===== src/rtl/fetch_pkg.sv =====
// fetch front end shared definitions
// address and word types, the fetch and issue packets,
// the reset address and RV32I opcode and function constants
`default_nettype none

package fetch_pkg;

	typedef logic [31:0] addr_t;
	typedef logic [31:0] inst_t;

	// coarse class handed to decode
	typedef enum logic [2:0] {
		CLS_ALU,
		CLS_LOAD,
		CLS_STORE,
		CLS_BRANCH,
		CLS_JUMP,
		CLS_UPPER,
		CLS_SYSTEM,
		CLS_NONE
	} inst_class_e;

	// one word as it came off the bus
	typedef struct packed {
		addr_t pc;
		inst_t inst;
		logic  bus_err;
	} fetch_raw_s;

	// word plus predecode result, held for the consumer
	typedef struct packed {
		addr_t       pc;
		inst_t       inst;
		inst_class_e cls;
		logic        illegal;
		logic        bus_err;
	} issue_pkt_s;

	localparam addr_t RESET_PC = 32'h0000_0000;

	localparam logic [6:0] OPC_LUI    = 7'b0110111;
	localparam logic [6:0] OPC_AUIPC  = 7'b0010111;
	localparam logic [6:0] OPC_JAL    = 7'b1101111;
	localparam logic [6:0] OPC_JALR   = 7'b1100111;
	localparam logic [6:0] OPC_BRANCH = 7'b1100011;
	localparam logic [6:0] OPC_LOAD   = 7'b0000011;
	localparam logic [6:0] OPC_STORE  = 7'b0100011;
	localparam logic [6:0] OPC_OPIMM  = 7'b0010011;
	localparam logic [6:0] OPC_OP     = 7'b0110011;
	localparam logic [6:0] OPC_SYSTEM = 7'b1110011;

	// loads
	localparam logic [2:0] F3_LB  = 3'b000;
	localparam logic [2:0] F3_LH  = 3'b001;
	localparam logic [2:0] F3_LW  = 3'b010;
	localparam logic [2:0] F3_LBU = 3'b100;
	localparam logic [2:0] F3_LHU = 3'b101;
	// stores
	localparam logic [2:0] F3_SB  = 3'b000;
	localparam logic [2:0] F3_SH  = 3'b001;
	localparam logic [2:0] F3_SW  = 3'b010;
	// shifts, SRLI and SRAI share funct3
	localparam logic [2:0] F3_SLL = 3'b001;
	localparam logic [2:0] F3_SR  = 3'b101;

	localparam logic [6:0] F7_ZERO = 7'b0000000;
	localparam logic [6:0] F7_SRA  = 7'b0100000;

	localparam inst_t INST_ECALL  = 32'h0000_0073;
	localparam inst_t INST_EBREAK = 32'h0010_0073;
	localparam inst_t INST_MRET   = 32'h3020_0073;

endpackage

`default_nettype wire

===== src/rtl/fetch_unit.sv =====
// instruction fetch front end
// pc register, Wishbone fetch master and predecode stage in a row,
// one instruction in flight, next fetch after the consumer is done
`timescale 1ns/1ps
`default_nettype none

module fetch_unit (
	input  logic                  clock,
	input  logic                  reset,

	// instruction bus
	output logic                  wb_cyc_o,
	output logic                  wb_stb_o,
	output fetch_pkg::addr_t      wb_adr_o,
	input  fetch_pkg::inst_t      wb_dat_i,
	input  logic                  wb_ack_i,
	input  logic                  wb_err_i,

	// decode side
	output logic                  issue_valid_o,
	output fetch_pkg::issue_pkt_s issue_pkt_o,
	input  logic                  done_i,
	input  logic                  redirect_i,
	input  fetch_pkg::addr_t      redirect_pc_i
);

	import fetch_pkg::*;

	addr_t      pc;
	logic       advance;
	logic       raw_valid;
	fetch_raw_s raw_pkt;

	pc_gen pc_gen0 (
		.clock         (clock),
		.reset         (reset),
		.advance_i     (advance),
		.redirect_i    (redirect_i),
		.redirect_pc_i (redirect_pc_i),
		.pc_o          (pc)
	);

	ifetch_wb ifetch_wb0 (
		.clock       (clock),
		.reset       (reset),
		.pc_i        (pc),
		.advance_i   (advance),
		.wb_cyc_o    (wb_cyc_o),
		.wb_stb_o    (wb_stb_o),
		.wb_adr_o    (wb_adr_o),
		.wb_dat_i    (wb_dat_i),
		.wb_ack_i    (wb_ack_i),
		.wb_err_i    (wb_err_i),
		.raw_valid_o (raw_valid),
		.raw_pkt_o   (raw_pkt)
	);

	// advance comes back from here, the only place done_i is seen
	inst_check inst_check0 (
		.clock         (clock),
		.reset         (reset),
		.raw_valid_i   (raw_valid),
		.raw_pkt_i     (raw_pkt),
		.done_i        (done_i),
		.issue_valid_o (issue_valid_o),
		.issue_pkt_o   (issue_pkt_o),
		.advance_o     (advance)
	);

endmodule

`default_nettype wire


===== src/rtl/inst_check.sv =====
// predecode and issue stage
// sorts the fetched word into a coarse class, flags encodings outside
// the supported RV32I subset and holds the result until decode is done
`timescale 1ns/1ps
`default_nettype none

module inst_check (
	input  logic                  clock,
	input  logic                  reset,

	input  logic                  raw_valid_i,
	input  fetch_pkg::fetch_raw_s raw_pkt_i,

	// consumer handshake
	input  logic                  done_i,
	output logic                  issue_valid_o,
	output fetch_pkg::issue_pkt_s issue_pkt_o,

	// completion pulse to pc_gen and ifetch_wb
	output logic                  advance_o
);

	import fetch_pkg::*;

	logic [6:0]  opcode;
	logic [2:0]  funct3;
	logic [6:0]  funct7;

	logic        legal;
	inst_class_e cls_dec;
	inst_class_e cls_out;
	logic        illegal_out;

	logic        valid_q;
	issue_pkt_s  pkt_q;

	assign opcode = raw_pkt_i.inst[6:0];
	assign funct3 = raw_pkt_i.inst[14:12];
	assign funct7 = raw_pkt_i.inst[31:25];

	always_comb begin
		legal   = 1'b0;
		cls_dec = CLS_NONE;
		case (opcode)
			OPC_LUI, OPC_AUIPC: begin
				legal   = 1'b1;
				cls_dec = CLS_UPPER;
			end
			OPC_JAL: begin
				legal   = 1'b1;
				cls_dec = CLS_JUMP;
			end
			OPC_JALR: begin
				legal   = (funct3 == 3'b000);
				cls_dec = CLS_JUMP;
			end
			OPC_BRANCH: begin
				legal   = 1'b1;
				cls_dec = CLS_BRANCH;
			end
			OPC_LOAD: begin
				legal   = (funct3 == F3_LB) || (funct3 == F3_LH) || (funct3 == F3_LW) ||
					(funct3 == F3_LBU) || (funct3 == F3_LHU);
				cls_dec = CLS_LOAD;
			end
			OPC_STORE: begin
				legal   = (funct3 == F3_SB) || (funct3 == F3_SH) || (funct3 == F3_SW);
				cls_dec = CLS_STORE;
			end
			OPC_OPIMM: begin
				// shift amounts share the funct7 field
				if (funct3 == F3_SLL) begin
					legal = (funct7 == F7_ZERO);
				end else if (funct3 == F3_SR) begin
					legal = (funct7 == F7_ZERO) || (funct7 == F7_SRA);
				end else begin
					legal = 1'b1;
				end
				cls_dec = CLS_ALU;
			end
			OPC_OP: begin
				legal   = 1'b1;
				cls_dec = CLS_ALU;
			end
			OPC_SYSTEM: begin
				legal   = (raw_pkt_i.inst == INST_ECALL) || (raw_pkt_i.inst == INST_EBREAK) ||
					(raw_pkt_i.inst == INST_MRET);
				cls_dec = CLS_SYSTEM;
			end
			default: begin
				legal   = 1'b0;
				cls_dec = CLS_NONE;
			end
		endcase
	end

	// a bus error carries no word, so nothing to classify
	assign illegal_out = !raw_pkt_i.bus_err && !legal;
	assign cls_out     = (raw_pkt_i.bus_err || !legal) ? CLS_NONE : cls_dec;

	assign advance_o = valid_q && done_i;

	always_ff @(posedge clock) begin
		if (reset) begin
			valid_q <= 1'b0;
		end else if (raw_valid_i) begin
			valid_q <= 1'b1;
		end else if (advance_o) begin
			valid_q <= 1'b0;
		end
	end

	// payload only loads on a new word, held otherwise
	always_ff @(posedge clock) begin
		if (raw_valid_i) begin
			pkt_q.pc      <= raw_pkt_i.pc;
			pkt_q.inst    <= raw_pkt_i.inst;
			pkt_q.cls     <= cls_out;
			pkt_q.illegal <= illegal_out;
			pkt_q.bus_err <= raw_pkt_i.bus_err;
		end
	end

	assign issue_valid_o = valid_q;
	assign issue_pkt_o   = pkt_q;

endmodule

`default_nettype wire


===== src/rtl/ifetch_wb.sv =====
// instruction fetch bus master
// runs one Wishbone classic read per instruction at the current pc,
// captures the word or the error into a raw packet and then waits
// until the instruction completes before starting the next read
`timescale 1ns/1ps
`default_nettype none

module ifetch_wb (
	input  logic                 clock,
	input  logic                 reset,

	input  fetch_pkg::addr_t     pc_i,
	input  logic                 advance_i,

	// Wishbone classic, read only
	output logic                 wb_cyc_o,
	output logic                 wb_stb_o,
	output fetch_pkg::addr_t     wb_adr_o,
	input  fetch_pkg::inst_t     wb_dat_i,
	input  logic                 wb_ack_i,
	input  logic                 wb_err_i,

	// to predecode
	output logic                 raw_valid_o,
	output fetch_pkg::fetch_raw_s raw_pkt_o
);

	import fetch_pkg::*;

	typedef enum logic [1:0] {
		FS_REQ,
		FS_CAPTURE,
		FS_WAIT
	} fetch_state_e;

	fetch_state_e state_q;
	fetch_state_e state_next;

	logic       cyc_q;
	logic       bus_done;
	fetch_raw_s raw_q;

	// slave answered, either with data or with an error
	assign bus_done = cyc_q && (wb_ack_i || wb_err_i);

	always_comb begin
		state_next = state_q;
		case (state_q)
			FS_REQ: begin
				if (bus_done) begin
					state_next = FS_CAPTURE;
				end
			end
			FS_CAPTURE: begin
				// one cycle only, predecode takes the packet here
				state_next = FS_WAIT;
			end
			FS_WAIT: begin
				if (advance_i) begin
					state_next = FS_REQ;
				end
			end
			default: begin
				state_next = FS_REQ;
			end
		endcase
	end

	always_ff @(posedge clock) begin
		if (reset) begin
			state_q <= FS_REQ;
		end else begin
			state_q <= state_next;
		end
	end

	// cyc is a flop so the bus stays idle through reset
	// and drops the cycle after ack or err
	always_ff @(posedge clock) begin
		if (reset) begin
			cyc_q <= 1'b0;
		end else begin
			cyc_q <= (state_next == FS_REQ);
		end
	end

	// data is only valid on the ack edge, so grab it there
	always_ff @(posedge clock) begin
		if (state_q == FS_REQ && bus_done) begin
			raw_q.pc <= pc_i;
			if (wb_err_i) begin
				raw_q.inst    <= '0;
				raw_q.bus_err <= 1'b1;
			end else begin
				raw_q.inst    <= wb_dat_i;
				raw_q.bus_err <= 1'b0;
			end
		end
	end

	assign wb_cyc_o = cyc_q;
	assign wb_stb_o = cyc_q;

	// pc holds until the completion edge, so the address is stable
	assign wb_adr_o = pc_i;

	assign raw_valid_o = (state_q == FS_CAPTURE);
	assign raw_pkt_o   = raw_q;

endmodule

`default_nettype wire


===== src/rtl/pc_gen.sv =====
// fetch program counter
// starts at the reset address, steps by one word on each completed
// instruction or jumps to a redirect target taken at that point
`timescale 1ns/1ps
`default_nettype none

module pc_gen (
	input  logic            clock,
	input  logic            reset,

	// completion pulse from the predecode stage
	input  logic            advance_i,

	// branch, jump or trap target from the consumer
	input  logic            redirect_i,
	input  fetch_pkg::addr_t redirect_pc_i,

	output fetch_pkg::addr_t pc_o
);

	import fetch_pkg::*;

	addr_t pc_q;
	addr_t pc_seq;
	addr_t redirect_tgt;
	addr_t pc_next;

	// sequential successor
	assign pc_seq = pc_q + 32'd4;

	// no compressed support, targets are word aligned
	assign redirect_tgt = {redirect_pc_i[31:2], 2'b00};

	always_comb begin
		pc_next = pc_q;
		if (advance_i) begin
			if (redirect_i) begin
				pc_next = redirect_tgt;
			end else begin
				pc_next = pc_seq;
			end
		end
	end

	// pc only moves at the completion edge
	always_ff @(posedge clock) begin
		if (reset) begin
			pc_q <= RESET_PC;
		end else begin
			pc_q <= pc_next;
		end
	end

	assign pc_o = pc_q;

endmodule

`default_nettype wire


===== config.mk =====
export PLATFORM = sky130hd
export DESIGN_NAME = fetch_unit
export DESIGN_NICKNAME = d
export VERILOG_FILES = /design/src/rtl/fetch_pkg.sv /design/src/rtl/fetch_unit.sv /design/src/rtl/inst_check.sv /design/src/rtl/ifetch_wb.sv /design/src/rtl/pc_gen.sv
export SDC_FILE = /design/constraint.sdc
export NUM_CORES = 1
export LEC_CHECK = 0
export BUFFER_PORTS_ARGS = -buffer_cell sky130_fd_sc_hd__buf_2
export CORE_AREA = 2 2 152 154
export DETAILED_ROUTE_END_ITERATION = 12
export DIE_AREA = 0 0 154 156
export GPL_ROUTABILITY_DRIVEN = 0
export SLEW_MARGIN = 25
export SYNTH_ARGS = -nofsm -noshare
export SYNTH_HDL_FRONTEND = slang
export SYNTH_SLANG_ARGS = --single-unit

===== constraint.sdc =====
create_clock -name clock -period 14.1 [get_ports clock]
set_input_delay 2.82 -clock clock [delete_from_list [all_inputs] [get_ports clock]]
set_output_delay 2.82 -clock clock [all_outputs]
set_load 0.02 [all_outputs]

Word level (Yosys, flattened, before mapping)
Index checks and enable logic that the tools add are counted.
Word-level totals
  register bits after elaboration: 170
  input port bits: 70
  logic and storage cells: 68
Cells by class
  add/sub/neg operators: 1
  eq/ne operators: 20
  mux-type cells: 11
  reductions and logical operators: 24
Operators with widths (count)
  32-bit by 3-bit adder with 32-bit output (second input constant): 1
  32-bit by 21-bit == test with 1-bit output (second input constant): 1
  32-bit by 30-bit == test with 1-bit output (second input constant): 1
  32-bit by 7-bit == test with 1-bit output (second input constant): 1
  32-bit two-way mux: 1
  7-bit by 6-bit == test with 1-bit output (second input constant): 4
  7-bit == test (second input constant): 4
  3-bit one-hot mux with 7 select lines: 1
  7-bit by 5-bit == test with 1-bit output (second input constant): 2
  1-bit logical OR: 9
  7-bit by 2-bit == test with 1-bit output (second input constant): 1
  7-bit logical NOT: 1
  3-bit == test (second input constant): 2
  1-bit one-hot mux with 6 select lines: 1
  2-bit one-hot mux with 3 select lines: 1
  2-bit OR reduction: 3
  1-bit two-way mux: 5
  5-bit OR reduction: 1
  1-bit logical AND: 4
  2-bit logical NOT: 2
  2-bit two-way mux: 2
  3-bit by 1-bit == test with 1-bit output (second input constant): 1
  3-bit by 2-bit == test with 1-bit output (second input constant): 1
  3-bit logical NOT: 1
  4 further kinds: 5

Logic depth before layout (Yosys ltp)
  depth after elaboration: 8
  gate-level depth with buffers: 7

By module
Synthesis repeated with hierarchy kept, for this count alone.
Unflattened totals
  cells, all modules: 514
  area total of the unflattened synthesis: 6840.3 um2
Modules (own cells, without submodules)
  ifetch_wb: instances 1, cells an instance 144, area each 2542.4 um2, sequential area each 2011.9 um2
  inst_check: instances 1, cells an instance 119, area each 2392.3 um2, sequential area each 2092.0 um2
  pc_gen: instances 1, cells an instance 251, area each 1905.6 um2, sequential area each 600.6 um2

Least setup slack after synthesis
OpenSTA, ideal clock, no wires.
  path kind: input port to flip-flop
  from: in wb_err_i
  to: reg ifetch_wb0.raw_q, in the netlist ifetch_wb0.raw_pkt_o[0], enable pin
  setup time: 0.668 ns
  arrival time: 9.429 ns
  required time: 13.432 ns
  setup slack: 4.004 ns
  stages: 2
  path buffers: 0
  path through: nor2_1 nor4b_1
On the way
  cells in the longest elaborated chain, start to end: 3
RTL lines
  start, declared: line fetch_unit.sv:17  | input logic wb_err_i,
  1-bit logical OR: line ifetch_wb.sv:44  | assign bus_done = cyc_q && (wb_ack_i || wb_err_i);
  1-bit logical AND: line ifetch_wb.sv:44
  1-bit logical AND: line ifetch_wb.sv:89  | if (state_q == FS_REQ && bus_done) begin
  end, declared: line ifetch_wb.sv:41  | fetch_raw_s raw_q;
Every way passes these cells.
A chain may end at the register's enable or synchronous reset.

Final worst setup path
  from: in redirect_i
  to: reg pc_gen0.pc_q[17], in the netlist pc_gen0.pc_o[17]
On the way
  cells in the longest elaborated chain, start to end: 1
RTL lines
  start, declared: line fetch_unit.sv:23  | input logic redirect_i,
  32-bit two-way mux: line pc_gen.sv:37  | if (redirect_i) begin
  end signal, assigned: line pc_gen.sv:50  | pc_q <= pc_next;
  end, declared: line pc_gen.sv:23  | addr_t pc_q;
Every way passes these cells.

==> impl_metrics.csv <==
group,metric,value,unit
floorplan,initial_core_util,0.2953,
flow_run,drv_cap,0,
worst_setup_path,crit_slowest_cell,"nor2_1",
cts,clk_pin_slew,0.07,ns
timing,rsz0062_at_grt,"false",
route,final_antenna_net_count,0,
cts,cts_tree,"built",
synth,synth-edff-count,130,
cts,cts_max_level,4,
timing,maxSlewHeadroom,0.3803,
worst_setup_path,worstPathRequired,14.43,ns
route,routedWlPerCell,16.96,um
timing,setup_slack,9.111,ns
global_route,grt_use_total,0.1366,
timing,max_freq,200.5,MHz
timing,fin_worst_skew,0.007734,ns
power,p_seq_frac,0.506,
route,top_layer_used,"met5",
timing,fin_crit_sh,0.3538,
cts,cts_setup_buffers,0,
route,drt_iter0_drc,335,
worst_setup_path,cp.depth,5,
cts,cts_num_sinks,164,
power,p_int,864.3,uW
floorplan,dieArea,24020,um^2
worst_setup_path,crit_path_start_kind,"primary input",
power,switching_share,0.2484,
cts,cts_resized,0,
synth,postSynthCellCount,489,
global_route,grt_max_degree,54,
global_route,grt_pass1_vias,4403,
worst_setup_path,crit_path_end_kind,"register",
worst_setup_path,cp_max_fo,53,
global_route,antenna_found_initial,5,
route,routed-via-count,4619,
synth,yosysTopAreaCell,"edfxtp_1",
place,place.port_buffers,167,
power,p_per_area,137.8,nW/um^2
floorplan,die_w,154,um
synth,synth_top_area_share,0.5910,
power,p_total,1150,uW
timing,drv_slew,0,
synth,synth_ff_type,"edfxtp_1",
power,p_sw,285.7,uW
route,wl_met2,7261,um
synth,async_flop_share,0,
cts,cts_root_buffer,"clkbuf_16",
hold_path,hp-class,"register to register",
worst_setup_path,path_cells,"buf_2 -> clkinv_1 -> nor2_1 -> a21oi_1 -> a221oi_2",
route,vias_per_cell,4.837,
worst_setup_path,critPathArrivalTime,5.32,ns
timing,finalCriticalPeriod,4.989,ns
worst_setup_path,slowest_delay,0.73,ns
place,pre_cts_ws,8.685,ns
route,met3_wirelength,1711,um
worst_setup_path,crit_type,"primary input to register",
cts,postCtsHoldBufs,0,
finish,syn_to_final_growth,26.31,%
status,outcome,"complete, no violations",
synth,syn_area,6605,um^2
synth,syn_area_per_cell,13.51,um^2
synth,ys_seq_elements,164,
timing,final-setup-viol-count,0,
cts,clockBufferDepth,2,
power,pwr-share-clk,0.414,
worst_setup_path,path_delay_family,"buffers and inverters",
cts,numCtsBuffers,17,
route,met1_length,7089,um
route,drc,0,
timing,hold_viol_final,0,
global_route,overflow,0,
route,wl,16200,um
synth,yosysWarnings,0,
worst_setup_path,worstRegToRegCells,5,
floorplan,dieHeight,156,um
floorplan,rows,55,
cts,clkLatencyLatePin,0.42,ns
worst_setup_path,path_buf_inv,2,
power,p_comb_frac,0.080,
synth,ys_seq_area_frac,0.6941,
finish,fin_nets,724,
finish,drive_above_1_share,0.3423,
power,peakVddDrop,0.00006951,V
timing,fin_tns_setup,0,ns
global_route,grt_pass1_wl,25070,um
floorplan,io_pins,174,
floorplan,core-area,22370,um^2
synth,synth_area_leaders,"edfxtp_1 59%, dfxtp_1 10%, nor2b_1 3.6%",
synth,synth_cell_type_count,70,
route,drt_pass1_iterations,5,
power,leakagePower,0.003052,uW
timing,tightest_slew,0.9274,ns
hold_path,hold_depth,0,
place,hpwl,11190,um
through the flow:
stage | area, um^2 | instances | utilization | hold slack, ns
6_report | 8343 | 955 | 0.3730 | 0.4175
4_1_cts | 8313 | 950 | 0.3717 | 0.4190
3_3_place_gp | 7706 | 918 | 0.3446 | 0.4004
5_1_grt | 8333 | 951 | 0.3726 | 0.4244
3_5_place_dp | 7706 | 918 | 0.3446 | 0.4045
2_1_floorplan | 6616 | 492 | - | 0.4003
worst paths after layout:
kind                                  to  slack (ns)                      from
max                     pc_gen0.pc_o[17]        9.11                redirect_i
min          inst_check0.issue_pkt_o[59]        0.42  ifetch_wb0.raw_pkt_o[55]
max reg2reg             pc_gen0.pc_o[29]       11.92          pc_gen0.pc_o[10]
min reg2reg  inst_check0.issue_pkt_o[59]        0.42  ifetch_wb0.raw_pkt_o[55]
final cells by class:
| type | count | area (um^2) |
|---|---|---|
| Clock inverter | 15 | 181.4 |
| Timing Repair Buffer | 172 | 885.9 |
| Tap cell | 285 | 356.6 |
| Inverter | 6 | 22.52 |
| Antenna cell | 4 | 10.01 |
| Clock buffer | 17 | 425.4 |
| Multi-Input combinational cell | 292 | 1877 |
| Sequential cell | 164 | 4584 |
| Fill cell | 2167 | 14020 |
cells in the mapped netlist, types with 3 or more instances:
master and count:
a2111oi_0 3, a211oi_1 6, a21oi_1 22, a22oi_1 3
a311oi_1 10, a31oi_1 8, and2_1 4, and3_1 3
and4_2 4, buf_1 5, buf_2 5, buf_4 5
clkbuf_1 13, dfxtp_1 34, edfxtp_1 130, inv_1 5
mux2i_1 3, nand2_1 35, nand2b_1 4, nand3_1 15
nand3b_1 4, nand4_1 4, nor2_1 25, nor2b_1 38
nor3_1 12, nor3b_1 3, nor4_1 5, o21ai_0 14
o21bai_1 6, o31ai_1 6, or3_1 5, or4_1 4
worst register-to-register path, cell delays in order (launching register included):
cell and delay [ns]:
dfxtp_1 0.47, and4_1 0.38, nand3_1 0.35, or4_4 0.64
nor3_2 0.14, a211oi_2 0.06
power groups by stage:
stage / clock network [uW] / logic (uW) / registers, uW
after floorplan: 0 / 40.6 / 609
after global placement: 0 / 91.6 / 592
after detailed placement: 0 / 92.2 / 593
after CTS: 494 / 92.4 / 582
after global routing: 511 / 101 / 586
final: 476 / 92.1 / 582
cells by family (layout without fill, tap and decap cells):
kind of cell / count (synthesis) / count (layout) / synth area share
simple gates: 188 / 188 / 0.1707
flops: 164 / 164 / 0.6941
compound gates: 95 / 95 / 0.1010
buf+inv: 36 / 210 / 0.02557
mux: 4 / 4 / 0.006251
fa+ha+maj: 1 / 1 / 0.001894
other cells: 1 / 8 / 0.0005677
flip-flops by register name, summed over array words and instances, names as in the netlist:
signal                     cells
ifetch_wb0.raw_pkt_o          63
ifetch_wb0.state_q             2
ifetch_wb0.wb_cyc_o            1
inst_check0.issue_pkt_o       67
inst_check0.issue_valid_o      1
pc_gen0.pc_o                  30
routing by layer:
layer,up-vias,global-route usage
met5,-,0
met4,2,0.03827
met3,15,0.06111
met2,213,0.2110
met1,2188,0.1740
li1,2201,-
layout by cell type (no fill, tap or decap), types with 3 or more instances in the layout:
cell type | Yosys | routed
buf_2 | 5 | 167
edfxtp_1 | 130 | 130
nor2b_1 | 38 | 37
nand2_1 | 35 | 35
dfxtp_1 | 34 | 34
nor2_1 | 25 | 25
a21oi_1 | 22 | 22
clkbuf_16 | 0 | 17
nand3_1 | 15 | 15
o21ai_0 | 14 | 14
nor3_1 | 12 | 12
a311oi_1 | 10 | 10
a31oi_1 | 8 | 8
o21bai_1 | 6 | 6
o31ai_1 | 6 | 6
a211oi_1 | 6 | 6
inv_6 | 0 | 6
nor4_1 | 5 | 5
or3_1 | 5 | 5
inv_1 | 5 | 5
diode_2 | 0 | 4
nand4_1 | 4 | 4
or4_1 | 4 | 4
nand2b_1 | 4 | 4
nand3b_1 | 4 | 4
and2_1 | 4 | 4
and4_2 | 4 | 4
conb_1 | 1 | 4
inv_8 | 0 | 4
buf_4 | 5 | 4
nor3b_1 | 3 | 3
a2111oi_0 | 3 | 3
mux2i_1 | 3 | 3
and3_1 | 3 | 3
a22oi_1 | 3 | 3
Power figures use the tool's default switching activity.
